[config.mk]
export PLATFORM = sky130hd
export DESIGN_NAME = input_frontend_top
export DESIGN_NICKNAME = d
export VERILOG_FILES = /design/src/verilog/input_pkg.sv /design/src/verilog/dip_switch_bank.sv /design/src/verilog/input_frontend_top.sv /design/src/verilog/rotary_conditioner.sv
export SDC_FILE = /design/constraint.sdc
export NUM_CORES = 1
export LEC_CHECK = 0
export ABC_CLOCK_PERIOD_IN_PS = 3290
export BUFFER_PORTS_ARGS = -buffer_cell sky130_fd_sc_hd__buf_4
export CAP_MARGIN = 5
export CORE_MARGIN = 4
export CORE_UTILIZATION = 41
export DETAILED_ROUTE_END_ITERATION = 7
export GPL_ROUTABILITY_DRIVEN = 0
export GPL_TIMING_DRIVEN = 0
export PLACE_DENSITY = 0.78
export SLEW_MARGIN = 20
export SYNTH_ARGS = -nofsm -noshare
export SYNTH_HDL_FRONTEND = slang
export SYNTH_SLANG_ARGS = --single-unit
[constraint.sdc]
create_clock -name clk_sys -period 3.29 [get_ports clk_sys]
set_clock_uncertainty 0.1 [all_clocks]
set_input_delay 0.329 -clock clk_sys [delete_from_list [all_inputs] [get_ports clk_sys]]
set_output_delay 0.329 -clock clk_sys [all_outputs]
set_load 0.01 [all_outputs]
[src/verilog/input_pkg.sv]
//==============================
// Shared widths, bit positions and mode codes for the player input front end
// Scaling wraps modulo 256; invert never turns a zero into 0xff
//==============================
package input_pkg;

    //==============================
    // Word widths
    //==============================
    localparam int JOY_W        = 16;  // Host joystick word
    localparam int ANALOG_W     = 8;   // Rotary or analog byte
    localparam int SPIN_W       = 9;   // Toggle in MSB, signed delta below
    localparam int IOCTL_ADDR_W = 25;  // Download stream address

    // Joystick word bit positions
    localparam int JOY_RIGHT_BIT = 0;
    localparam int JOY_LEFT_BIT  = 1;
    localparam int BTN_START     = 10;
    localparam int BTN_COIN      = 11;
    localparam int BTN_PAUSE     = 12;

    //==============================
    // Rotary source selection
    //==============================
    localparam logic [1:0] MODE_JOYSTICK = 2'd0;
    localparam logic [1:0] MODE_PADDLE   = 2'd1;
    localparam logic [1:0] MODE_SPINNER  = 2'd2;
    localparam logic [1:0] MODE_DPAD     = 2'd3;

    localparam logic [ANALOG_W-1:0] PADDLE_CENTER   = 8'h7f;  // Paddle midpoint
    localparam logic [ANALOG_W-1:0] DPAD_RATE_RIGHT = 8'h40;
    localparam logic [ANALOG_W-1:0] DPAD_RATE_LEFT  = 8'hc0;  // Negative rate

    // Download index that carries DIP switch bytes
    localparam logic [7:0] DIP_INDEX = 8'd254;

    //==============================
    // Sensitivity scaler
    //==============================
    // Settings 0..4 attenuate by shifting, 5..7 boost to 200, 150 and 125 percent
    function automatic logic [ANALOG_W-1:0] sens_scale(
        input logic [ANALOG_W-1:0] d,
        input logic [2:0]          sens,
        input logic                invert
    );
        logic [ANALOG_W-1:0] r;
        case (sens)
            3'd0: r = d;
            3'd1: r = ANALOG_W'($signed(d) >>> 1);
            3'd2: r = ANALOG_W'($signed(d) >>> 2);
            3'd3: r = ANALOG_W'($signed(d) >>> 3);
            3'd4: r = ANALOG_W'($signed(d) >>> 4);
            3'd5: r = d + d;
            3'd6: r = d + ANALOG_W'($signed(d) >>> 1);
            3'd7: r = d + ANALOG_W'($signed(d) >>> 2);
        endcase
        // Zero stays zero so an idle input reads as no motion
        if (invert && (r != '0)) begin
            r = ~r;
        end
        return r;
    endfunction

endpackage

[src/verilog/dip_switch_bank.sv]
`timescale 1ns/1ps
//==============================
// Only DIP bytes 0 and 1 are kept; higher addresses are ignored
// Switches are stored active low and driven out active high
//==============================
module dip_switch_bank (
    input  logic                                clk_sys,
    input  logic                                arst_n,
    input  logic                                ioctl_wr,
    input  logic [7:0]                          ioctl_index,
    input  logic [input_pkg::IOCTL_ADDR_W-1:0]  ioctl_addr,
    input  logic [7:0]                          ioctl_dout,
    output logic [7:0]                          dswa,
    output logic [7:0]                          dswb
);
    import input_pkg::*;

    logic [7:0] dip_sw_a;  // Active low, bank A
    logic [7:0] dip_sw_b;  // Active low, bank B
    logic       dip_wr;

    // Address 0 or 1 at the DIP index
    assign dip_wr = ioctl_wr
                 && (ioctl_index == DIP_INDEX)
                 && (ioctl_addr[IOCTL_ADDR_W-1:1] == '0);

    always_ff @(posedge clk_sys or negedge arst_n) begin
        if (!arst_n) begin
            dip_sw_a <= 8'hff;  // All switches off
            dip_sw_b <= 8'hff;
        end else if (dip_wr) begin
            if (ioctl_addr[0]) begin
                dip_sw_b <= ioctl_dout;
            end else begin
                dip_sw_a <= ioctl_dout;
            end
        end
    end

    assign dswa = ~dip_sw_a;
    assign dswb = ~dip_sw_b;

    // Bank A write is visible, inverted, on the following cycle
    a_dswa_capture: assert property (
        @(posedge clk_sys) disable iff (!arst_n)
        (ioctl_wr && (ioctl_index == DIP_INDEX) && (ioctl_addr == '0))
        |=> (dswa == ~$past(ioctl_dout))
    );

endmodule

[src/verilog/input_frontend_top.sv]
`timescale 1ns/1ps
//==============================
// Rotary and DIP outputs are registered; button outputs are combinational
//==============================
module input_frontend_top (
    input  logic                                clk_sys,
    input  logic                                arst_n,
    input  logic [input_pkg::JOY_W-1:0]         joystick_p1,
    input  logic [input_pkg::JOY_W-1:0]         joystick_p2,
    input  logic [input_pkg::JOY_W-1:0]         joystick_p3,
    input  logic [input_pkg::JOY_W-1:0]         joystick_p4,
    input  logic [input_pkg::ANALOG_W-1:0]      analog_x_p1,
    input  logic [input_pkg::ANALOG_W-1:0]      analog_x_p2,
    input  logic [input_pkg::ANALOG_W-1:0]      paddle_p1,
    input  logic [input_pkg::ANALOG_W-1:0]      paddle_p2,
    input  logic [input_pkg::SPIN_W-1:0]        spinner_p1,
    input  logic [input_pkg::SPIN_W-1:0]        spinner_p2,
    input  logic [1:0]                          analog_mode,
    input  logic [2:0]                          analog_sens,
    input  logic                                analog_invert,
    input  logic                                ioctl_wr,
    input  logic [7:0]                          ioctl_index,
    input  logic [input_pkg::IOCTL_ADDR_W-1:0]  ioctl_addr,
    input  logic [7:0]                          ioctl_dout,
    output logic [input_pkg::ANALOG_W-1:0]      analog_p1,
    output logic [input_pkg::ANALOG_W-1:0]      analog_p2,
    output logic                                analog_abs,
    output logic                                analog_inc,
    output logic [7:0]                          dswa,
    output logic [7:0]                          dswb,
    output logic [3:0]                          start,      // Player 4 in MSB
    output logic [3:0]                          coin,
    output logic                                pause_btn
);
    import input_pkg::*;

    //==============================
    // Rotary inputs
    //==============================
    rotary_conditioner u_rotary (
        .clk_sys       (clk_sys),
        .arst_n        (arst_n),
        .dpad_p1       ({joystick_p1[JOY_LEFT_BIT], joystick_p1[JOY_RIGHT_BIT]}),
        .dpad_p2       ({joystick_p2[JOY_LEFT_BIT], joystick_p2[JOY_RIGHT_BIT]}),
        .analog_x_p1   (analog_x_p1),
        .analog_x_p2   (analog_x_p2),
        .paddle_p1     (paddle_p1),
        .paddle_p2     (paddle_p2),
        .spinner_p1    (spinner_p1),
        .spinner_p2    (spinner_p2),
        .analog_mode   (analog_mode),
        .analog_sens   (analog_sens),
        .analog_invert (analog_invert),
        .analog_p1     (analog_p1),
        .analog_p2     (analog_p2),
        .analog_abs    (analog_abs),
        .analog_inc    (analog_inc)
    );

    // DIP bytes from the download stream
    dip_switch_bank u_dip (
        .clk_sys     (clk_sys),
        .arst_n      (arst_n),
        .ioctl_wr    (ioctl_wr),
        .ioctl_index (ioctl_index),
        .ioctl_addr  (ioctl_addr),
        .ioctl_dout  (ioctl_dout),
        .dswa        (dswa),
        .dswb        (dswb)
    );

    //==============================
    // Button packing
    //==============================
    assign start = {joystick_p4[BTN_START], joystick_p3[BTN_START],
                    joystick_p2[BTN_START], joystick_p1[BTN_START]};

    assign coin = {joystick_p4[BTN_COIN], joystick_p3[BTN_COIN],
                   joystick_p2[BTN_COIN], joystick_p1[BTN_COIN]};

    // Any player can pause
    assign pause_btn = joystick_p1[BTN_PAUSE] | joystick_p2[BTN_PAUSE]
                     | joystick_p3[BTN_PAUSE] | joystick_p4[BTN_PAUSE];

endmodule

[src/verilog/rotary_conditioner.sv]
`timescale 1ns/1ps
//==============================
// Outputs lag the inputs by one clock, one result every cycle
// Spinner deltas count only on a toggle flip; other modes report absolute
//==============================
module rotary_conditioner (
    input  logic                            clk_sys,
    input  logic                            arst_n,
    input  logic [1:0]                      dpad_p1,      // Joystick bits 1:0
    input  logic [1:0]                      dpad_p2,
    input  logic [input_pkg::ANALOG_W-1:0]  analog_x_p1,
    input  logic [input_pkg::ANALOG_W-1:0]  analog_x_p2,
    input  logic [input_pkg::ANALOG_W-1:0]  paddle_p1,
    input  logic [input_pkg::ANALOG_W-1:0]  paddle_p2,
    input  logic [input_pkg::SPIN_W-1:0]    spinner_p1,
    input  logic [input_pkg::SPIN_W-1:0]    spinner_p2,
    input  logic [1:0]                      analog_mode,
    input  logic [2:0]                      analog_sens,
    input  logic                            analog_invert,
    output logic [input_pkg::ANALOG_W-1:0]  analog_p1,
    output logic [input_pkg::ANALOG_W-1:0]  analog_p2,
    output logic                            analog_abs,
    output logic                            analog_inc
);
    import input_pkg::*;

    logic [1:0]          prev_toggle;  // {p2, p1} toggle from last cycle
    logic [1:0]          spin_flip;
    logic [ANALOG_W-1:0] raw_p1;
    logic [ANALOG_W-1:0] raw_p2;
    logic                abs_next;
    logic                inc_next;

    // D-pad synthesises a fixed rate, right wins when both are held
    function automatic logic [ANALOG_W-1:0] dpad_rate(input logic [1:0] dpad);
        logic [ANALOG_W-1:0] rate;
        if (dpad[JOY_RIGHT_BIT]) begin
            rate = DPAD_RATE_RIGHT;
        end else if (dpad[JOY_LEFT_BIT]) begin
            rate = DPAD_RATE_LEFT;
        end else begin
            rate = '0;
        end
        return rate;
    endfunction

    assign spin_flip[0] = spinner_p1[SPIN_W-1] ^ prev_toggle[0];
    assign spin_flip[1] = spinner_p2[SPIN_W-1] ^ prev_toggle[1];

    //==============================
    // Source selection
    //==============================
    always_comb begin
        raw_p1   = '0;
        raw_p2   = '0;
        abs_next = 1'b1;
        inc_next = 1'b0;
        case (analog_mode)
            MODE_JOYSTICK: begin
                raw_p1 = analog_x_p1;
                raw_p2 = analog_x_p2;
            end
            MODE_PADDLE: begin
                raw_p1 = paddle_p1 - PADDLE_CENTER;  // Wraps around the midpoint
                raw_p2 = paddle_p2 - PADDLE_CENTER;
            end
            MODE_SPINNER: begin
                abs_next = 1'b0;
                inc_next = |spin_flip;
                // Stale delta without a flip reads as no motion
                if (spin_flip[0]) begin
                    raw_p1 = spinner_p1[ANALOG_W-1:0];
                end
                if (spin_flip[1]) begin
                    raw_p2 = spinner_p2[ANALOG_W-1:0];
                end
            end
            MODE_DPAD: begin
                raw_p1 = dpad_rate(dpad_p1);
                raw_p2 = dpad_rate(dpad_p2);
            end
        endcase
    end

    //==============================
    // Output registers
    //==============================
    always_ff @(posedge clk_sys or negedge arst_n) begin
        if (!arst_n) begin
            prev_toggle <= '0;
            analog_p1   <= '0;
            analog_p2   <= '0;
            analog_abs  <= 1'b0;
            analog_inc  <= 1'b0;
        end else begin
            // Toggles tracked in every mode so a mode change sees no false edge
            prev_toggle <= {spinner_p2[SPIN_W-1], spinner_p1[SPIN_W-1]};
            analog_p1   <= sens_scale(raw_p1, analog_sens, analog_invert);
            analog_p2   <= sens_scale(raw_p2, analog_sens, analog_invert);
            analog_abs  <= abs_next;
            analog_inc  <= inc_next;
        end
    end

    // Board must never see both position kinds at once
    a_abs_inc_excl: assert property (
        @(posedge clk_sys) disable iff (!arst_n)
        !(analog_abs && analog_inc)
    );

    // Incremental report only follows a spinner-mode sample
    a_inc_from_spinner: assert property (
        @(posedge clk_sys) disable iff (!arst_n)
        analog_inc |-> ($past(analog_mode) == MODE_SPINNER)
    );

endmodule
# Word level (Yosys, flattened, before mapping)
# Cells that the tools add are included.
[word_totals]
register_bits = 36
in_bits = 164
output_inout_bits = 43
elab_cells = 62
[classes]
addsub = 8
eq_ne = 11
mux = 14
n_bitwise = 10
reduce_logical = 12
[ops]
columns = ["cell", "n"]
rows = [
  ["$pmux 8 s8", 2],
  ["$mux 8", 8],
  ["$pmux 8 s4", 2],
  ["$add 8x8->8", 6],
  ["$not 8->8", 4],
  ["$logic_not 24->1", 1],
  ["$reduce_bool 8->1", 2],
  ["$sub 8x7->8 const B", 2],
  ["$eq 3x3->1 const B", 4],
  ["$eq 8x8->1 const B", 1],
  ["$eq 3x2->1 const B", 2],
  ["$eq 2x2->1 const B", 2],
  ["$logic_and 1x1->1", 4],
  ["$reduce_and 2->1", 2],
  ["$eq 3x1->1 const B", 1],
  ["$logic_not 3->1", 1],
  ["$or 1x1->1", 3],
  ["$eq 2x1->1 const B", 1],
  ["$logic_not 2->1", 1],
  ["$mux 1", 2],
  ["$reduce_or 2->1", 1],
  ["$xor 1x1->1", 2],
  ["$not 1->1", 1],
]

# Longest topological paths before layout
# Gate-level depths: netlist of run 1.
[logic_depth]
word_depth = 8
ltp_mapped = 19

# Cells and area by module
# From an unflattened synthesis of run 1, not the netlist that was laid out.
[unflattened]
hier_cells = 496
area_unflattened_um2 = 4008.8
[by_module_without_submodules]
columns = ["mod", "instances", "cells_each", "area_each_um2", "seq_area_each_um2"]
rows = [
  ["rotary_conditioner", 1, 425, 3160.5, 500.5],
  ["dip_switch_bank", 1, 62, 780.7, 420.4],
  ["input_frontend_top", 1, 9, 67.6, 0.0],
]

# Worst setup path after synthesis of run 1
# No wires, ideal clock.
[synth_timing]
path_type = "input port to flip-flop"
start = "input port analog_sens[2]"
end = "register u_rotary.analog_p1[0] in the netlist's numbering"
setup_time_ns = 0.144
t_arrival_ns = 3.482
t_required_ns = 3.046
path_slack_ns = -0.435
path_stages = 16
n_path_buf = 3
path_cell_list = "clkbuf_1 buf_1 nand2_1 clkbuf_1 nand2_1 o21ai_0 ha_1 fa_1 a21o_1 a21oi_1 xor2_1 o22ai_1 a221oi_1 nand3_1 nor3b_1 a21oi_1"
[synth_between]
elab_chain_len = 5
elab_cells_between_ends = 13
classes_between = "7 x eq/ne; 2 x mux; 1 x bitwise; 3 x reduce/logical"
[synth_rtl]
columns = ["item", "line_no", "text"]
rows = [
  ["start: declaration", "input_frontend_top.sv:19", "input logic [2:0] analog_sens,"],
  ["$eq 3x3->1, or another cell as far along", "input_pkg.sv:47", "case (sens)"],
  ["$pmux 8 s8 *", "input_pkg.sv:47", ""],
  ["$reduce_bool 8->1", "input_pkg.sv:58", "if (invert && (r != '0)) begin"],
  ["$logic_and 1x1->1", "input_pkg.sv:58", ""],
  ["$mux 8 *", "input_pkg.sv:58", ""],
  ["end signal: assignment", "rotary_conditioner.sv:98", "analog_p1 <= sens_scale(raw_p1, analog_sens, analog_invert);"],
  ["end: declaration", "rotary_conditioner.sv:20", "output logic [input_pkg::ANALOG_W-1:0] analog_p1,"],
]
# Mark *: on every way between the ends. The rest lies on a longest branch, timed or not.
# A chain may end at the register's enable or synchronous reset.

# Worst setup path after layout of run 1
[layout_timing]
start = "register u_rotary.prev_toggle[1]"
end = "register u_rotary.analog_p2[7] in the netlist's numbering"
[layout_between]
elab_chain_len = 8
elab_cells_between_ends = 11
classes_between = "3 x add/sub; 4 x mux; 2 x bitwise; 2 x reduce/logical"
[layout_rtl]
columns = ["item", "line_no", "text"]
rows = [
  ["start: declaration", "rotary_conditioner.sv:27", "logic [1:0] prev_toggle;"],
  ["start signal: assignment", "rotary_conditioner.sv:97", "prev_toggle <= {spinner_p2[SPIN_W-1], spinner_p1[SPIN_W-1]};"],
  ["$xor 1x1->1 *", "rotary_conditioner.sv:48", "assign spin_flip[1] = spinner_p2[SPIN_W-1] ^ prev_toggle[1];"],
  ["$mux 8 *", "rotary_conditioner.sv:74", "if (spin_flip[1]) begin"],
  ["$pmux 8 s4 *", "rotary_conditioner.sv:58", "case (analog_mode)"],
  ["$add 8x8->8 (on tied branches)", "input_pkg.sv:55, input_pkg.sv:53, input_pkg.sv:54", ""],
  ["$pmux 8 s8 *", "input_pkg.sv:47", ""],
  ["$reduce_bool 8->1", "input_pkg.sv:58", ""],
  ["$logic_and 1x1->1", "input_pkg.sv:58", ""],
  ["$mux 8 *", "input_pkg.sv:58", ""],
  ["end signal: assignment", "rotary_conditioner.sv:99", "analog_p2 <= sens_scale(raw_p2, analog_sens, analog_invert);"],
  ["end: declaration", "rotary_conditioner.sv:21", "output logic [input_pkg::ANALOG_W-1:0] analog_p2,"],
]
# Marked as above.

==> results.toml, run 1 <==
[placement]
pre_cts_ws_ps = -973.8
io_buffers = 148
placed_area_um2 = 5097
dp_hpwl_mm = 10.66

[setup_path]
crit_buf_inv = 2
worst_r2r_startpoint = "u_rotary.prev_toggle[1]$_DFF_PN0_"
cp-endpoint = "u_rotary.analog_p2[7]$_DFF_PN0_"
cpMostUsedCell = "a21oi_1"
worstReg2RegEnd = "u_rotary.analog_p2[7]$_DFF_PN0_"
cp_cell_sequence = "xnor2_4, buf_4, o32ai_4, nor2_1, a21oi_2, nor2_1, a21oi_1, ha_2, fa_2, o21ai_2, a21oi_1, a221oi_2, o21ai_2, nor4_4, buf_6, a21oi_1"
critPathLaunch = "u_rotary.prev_toggle[1]$_DFF_PN0_"
rr_worst_depth = 16
slowest_delay_ps = 480
slowest_stage = "dfrtp_2"
critPathRequiredTime_ps = 3350
cp_max_fo = 8
end_kind = "flop"
worstSetupPathType = "flop to flop"
path_depth = 16
r2r_slack_ps = -540
cp_top_family = "compound AO/OA/AOI/OAI gates"
cp-start-kind = "flop"
critPathArrivalTime_ps = 3880

[cells_and_area]
final_util_pct = 69.09
drive_gt1_share_pct = 48.99
area_growth_pct = 62.76
n_antenna_cell = 0
final_cell_area_um2 = 6055
final_nets = 875

[clocking]
htree_levels = 2
clock_path_buffers = 2
numCtsBuffers = 5
clock_latency_ps = 280
clock_sinks = 36
clk_pin_slew_ps = 70
cts_tree = "done"
root_buffer = "clkbuf_8"

[global_route]
grt_max_degree = 37
grt_pass1_vias = 4584
antenna_found_initial = 0
grt_pass1_wl_mm = 21.45
grt_overflow_total = 0
grt_usage_pct = 25.45

[floorplan]
chipHeight_um = 103.3
core_um2 = 8763
rows = 34
die_area_um2 = 10660
num_io_pins = 207
initial_core_util_pct = 42.45
fp.dieW_um = 103.3

[synthesis]
ys_warn_count = 0
avgSynthCellArea_um2 = 7.623
synth_cell_type_count = 64
synth-edff-count = 0
synth-seq-area-share_pct = 24.76
synthDominantCellAreaShare_pct = 13.45
syn_nets = 670
yosys_most_used_dff = "dfrtp_1"
ys_ff_latch = 36
synth_area_leaders = "dfrtp_1 13%, dfstp_2 11%, xnor2_1 6.4%"
synthArstFlopShare_pct = 100.0
yosys.area.top_type = "dfrtp_1"
synthesis.area_um2 = 3720
synth_cells = 488

[drt]
wl_met1_mm = 5.150
drc = 0
vias = 4921
drt_iter0_drc = 540
wl_met3_mm = 1.979
ant_nets = 0
met2_length_mm = 7.336
viasPerCell = 6.136
routedWlPerCell_um = 18.81
dr.pass1.iters = 6
top_layer = "met4"
routed_wl_mm = 15.09

[hold_path]
hold_path_depth = 1
hold_class = "primary input to flop"

[timing]
worst_pin_slew_ps = 1062
slew-limit-headroom_pct = 28.52
hold_viol = 0
rsz0062_at_grt = "yes"
fin_setup_tns_ps = -6403
fin_crit_sh_pct = 116.3
fin_crit_ps = 3827
drv_slew = 0
timing.fmax_mhz = 261.3
finalSetupViolCount = 16
worst_slack_ps = -537.0

[power]
ir_drop_mv = 0.2051
p_per_area_nw_per_um2 = 335.8
p_leak_nw = 2.789

[flow_run]
drv_cap = 0

[run_status]
violations = "setup timing"
outcome = "finished with violations"
==> registers in the layout, indices dropped and copies added, names as in the netlist <==
register and flops:
u_dip.dip_sw_a 8, u_dip.dip_sw_b 8, u_rotary.analog_abs 1, u_rotary.analog_inc 1, u_rotary.analog_p1 8, u_rotary.analog_p2 8, u_rotary.prev_toggle 2
==> where the power goes <==
part	internal (mW)	total, mW	switching (mW)
logic	0.580	1.19	0.614
clock network	0.170	0.325	0.154
registers	0.496	0.515	0.0189
total	1.25	2.03	0.787
==> synthesized netlist by cell type (3+ instances only) <==
library cell and n:
nand2_1 48, buf_2 6, or2_2 5, o211a_1 4
a221oi_1 5, inv_2 3, dfrtp_1 20, buf_4 8
mux2_2 3, nand2b_1 7, nor3_1 7, nor3b_1 3
a21oi_1 40, a31oi_1 7, a21o_1 5, o32ai_1 3
a32o_1 3, dfstp_2 16, mux2i_1 8, nor2b_1 5
ha_1 16, nor4_1 7, nand3_1 12, xnor2_1 27
a211oi_1 11, o211ai_1 8, and3_1 5, o22ai_1 7
xor2_1 6, or4_1 6, nand3b_1 5, nor2_1 46
o21ai_0 44, inv_1 28, clkbuf_1 15
==> final cells by class <==
class                      instances  area, µm²
fill                             640       2709
clock buffer                       7      86.33
clock inverter                     1      7.507
buffer                            28      185.2
sequential                        36      923.4
timing repair buffer             201       1515
tap                              108      135.1
inverter                          31      116.4
multi-input combinational        390       3085
==> repair_timing <==
action	CTS	global route
pin swaps	36	23
gates resized for setup	62	39
hold endpoints to repair	20	0
buffers inserted	36	16
hold buffers	1	0
gates cloned	0	0
setup endpoints to repair	16	16
==> metal layers <==
metal | GRT usage, % | up-vias
met4 | 10.56 | 0
li1 | - | 2186
met3 | 4.158 | 86
met1 | 29.50 | 2255
met2 | 46.28 | 394
met5 | 0 | -
==> logic make-up after synthesis <==
logic type	Yosys count	share of synthesized area, %
xor+xnor	33	7.770
simple gates	166	22.17
flops	36	24.76
fa+ha+maj	18	6.458
mux	11	3.061
compound gates	162	28.52
buf+inv	62	7.265
==> cell usage in the layout (no fill, tap or decap), types with 6 or more instances in the layout <==
cell        n
o211ai_1    8
ha_1       12
nor2_1     39
nor4_1      6
dfrtp_1    18
clkbuf_1    9
inv_1      27
o21ai_0    35
buf_4     210
a21oi_2    14
nand3_1    11
a211oi_1    7
clkbuf_8    6
dfstp_2    16
nor3_1      6
a21oi_1    25
xnor2_1    25
nand2_1    46
==> stage by stage <==
stage          instances  hold WS [ps]  total power [mW]
5_1_grt              802         139.9             2.133
3_5_place_dp         744         197.6             1.404
4_1_cts              787         97.97             1.894
2_1_floorplan        488        -66.59             1.053
6_report             802         146.3             2.033
3_3_place_gp         744         191.9             1.379
==> how the worst min path moves through the flow <==
stage                  start                           endpoint  slack, ps
4_1_cts        spinner_p2[8]  u_rotary.prev_toggle[1]$_DFF_PN0_        100
3_5_place_dp          arst_n    u_rotary.analog_p2[2]$_DFF_PN0_        200
3_3_place_gp          arst_n    u_rotary.analog_p2[2]$_DFF_PN0_        190
2_1_floorplan         arst_n      u_rotary.analog_abs$_DFF_PN0_        -70
5_1_grt        spinner_p1[8]  u_rotary.prev_toggle[0]$_DFF_PN0_        140
6_report       spinner_p1[8]  u_rotary.prev_toggle[0]$_DFF_PN0_        150
==> worst register-to-register path: cells and delay by family, from the launching register on <==
kind,cells,cell delay [ps]
buffers and inverters,2,370
flip-flops,1,480
XOR/XNOR,1,200
adder cells (fa/ha/maj),2,670
AND/OR/NAND/NOR,3,410
AO/OA/AOI/OAI,8,1480
Note: power is estimated with default switching activity, not from simulation.
==> run 2: changes to the inputs <==
Settings changed: CELL_PAD_IN_SITES_DETAIL_PLACEMENT set to 1, CELL_PAD_IN_SITES_GLOBAL_PLACEMENT set to 1, CORE_UTILIZATION 41 to 28, PLACE_DENSITY 0.78 to unset, PLACE_DENSITY_LB_ADDON set to 0.1, SKIP_CTS_REPAIR_TIMING set to 1, SLEW_MARGIN 20 to 0.
==> results.toml, run 2 (synthesized netlist as in run 1, its figures left out) <==
[timing]
holdWs_ps = 138.1
finalSetupViolCount = 16
fin_crit_ps = 3845
slew-limit-headroom_pct = 23.01
fin_crit_sh_pct = 116.9
timing.fmax_mhz = 260.1
worst_pin_slew_ps = 1144
worst_slack_ps = -554.8
drv_slew = 0
rsz0062_at_grt = "yes"
hold_viol = 0

[clocking]
clock_latency_ps = 280
clock_path_buffers = 2
cts_tree = "done"
clock_sinks = 36
numCtsBuffers = 5
htree_levels = 2
root_buffer = "clkbuf_16"
clk_pin_slew_ps = 60

[drt]
ant_nets = 0
routed_wl_mm = 16.62
dr.pass1.iters = 5
drt_iter0_drc = 193
drc = 0
wl_met3_um = 838
vias = 4555
top_layer = "met4"
wl_met1_mm = 6.791
routedWlPerCell_um = 19.44
viasPerCell = 5.327
met2_length_mm = 8.599

[setup_path]
cp-start-kind = "flop"
slowest_delay_ps = 470
end_kind = "flop"
worst_r2r_startpoint = "u_rotary.prev_toggle[1]$_DFF_PN0_"
slowest_stage = "dfrtp_2"
critPathArrivalTime_ps = 3910
critPathRequiredTime_ps = 3350
critPathLaunch = "u_rotary.prev_toggle[1]$_DFF_PN0_"
cp_cell_sequence = "xor2_4, a32o_2, a21oi_4, inv_2, mux2_4, nor2_4, a21oi_2, ha_4, and3_4, nor2_4, xnor2_2, a211oi_2, o221ai_1, o22a_2, nor4_4, buf_6, a21oi_2"
worstSetupPathType = "flop to flop"
cp_max_fo = 8

[hold_path]
hp-start = "spinner_p2[8]"
hold_class = "primary input to flop"

[cells_and_area]
final_cell_mix = "194 x buf_4, 46 x nand2_1, 37 x nor2_1"
drive_gt1_share_pct = 49.34
mostFrequentLayoutCell = "buf_4"
final_nets = 864
n_antenna_cell = 0
final_cell_area_um2 = 6162
area_growth_pct = 65.66
nFillCells = 1535

[floorplan]
die_area_um2 = 15190
rows = 41
num_io_pins = 207
chipHeight_um = 123.3
initial_core_util_pct = 29.00
fp.dieW_um = 123.3
core_um2 = 12820

[global_route]
grt_max_degree = 37
grt_pass1_wl_mm = 24.37
grt_overflow_total = 0
antenna_found_initial = 0
grt_usage_pct = 20.63
grt_pass1_vias = 4639

[placement]
dp_hpwl_mm = 12.83
io_buffers = 148
placed_area_um2 = 5177

[flow_run]
drv_cap = 0

[power]
p_per_area_nw_per_um2 = 349.1
p_leak_nw = 2.779
ir_drop_mv = 0.1661
p_seq_share_pct = 24.0
intPower_mw = 1.349
switching_share_pct = 37.31
p_switching_mw = 0.8027
power_frac_comb_pct = 54.7
pwr-share-clk_pct = 21.4

[run_status]
violations = "setup timing"
outcome = "finished with violations"
==> run 2: per-layer routing <==
metal | vias up | GRT usage (%)
li1 | 2164 | -
met5 | - | 0
met4 | 0 | 5.952
met3 | 23 | 3.568
met1 | 2209 | 25.56
met2 | 159 | 36.63
==> run 2: worst paths after layout <==
check,end,cells after the start,slack [ps]
worst max register to register,u_rotary.analog_p2[3]$_DFF_PN0_,17,-550
worst max-delay path,u_rotary.analog_p2[3]$_DFF_PN0_,17,-550
worst min register to register,u_dip.dip_sw_b[6]$_DFFE_PN1P_,2,410
max in group asynchronous,u_dip.dip_sw_a[0]$_DFFE_PN1P_,2,2270
min in group asynchronous,u_rotary.analog_abs$_DFF_PN0_,2,470
worst min-delay path,u_rotary.prev_toggle[1]$_DFF_PN0_,1,140
==> run 2: layout make-up <==
cell class	count	area, µm²	area share (%)
sequential	36	923.4	14.98
clock inverter	2	11.26	0.1827
buffer	28	188.9	3.066
multi-input combinational	390	3134	50.86
timing repair buffer	190	1444	23.43
inverter	31	116.4	1.888
clock buffer	6	128.9	2.091
tap	172	215.2	3.492
==> run 2: power by group through the flow <==
stage	clock [mW]	sequential (mW)	combinational (mW)
after floorplan	0	0.547	0.506
after global placement	0	0.520	0.882
after detailed placement	0	0.522	0.901
after CTS	0.473	0.515	0.906
after global routing	0.494	0.520	1.27
final	0.460	0.515	1.18
==> run 2: critical path, delay by kind of cell, from the launching register on <==
kind                     cells  cell delay, ps
XOR/XNOR                     2             360
buffers and inverters        2             250
adder cells (fa/ha/maj)      1             290
AND/OR/NAND/NOR              4             660
flip-flops                   1             470
multiplexers                 1             280
AO/OA/AOI/OAI                7            1300
==> run 2: stage by stage <==
stage | util, % | power (mW) | setup WS, ps | std cells | TNS (ps)
after floorplan | - | 1.053 | -165.2 | 488 | -2120
after global placement | 40.37 | 1.402 | -1078 | 808 | -15970
after detailed placement | 40.37 | 1.423 | -1092 | 808 | -16570
after CTS | 41.46 | 1.894 | -849.7 | 816 | -12640
after global routing | 48.05 | 2.286 | -684.9 | 855 | -9708
final | 48.05 | 2.151 | -554.8 | 855 | -7182
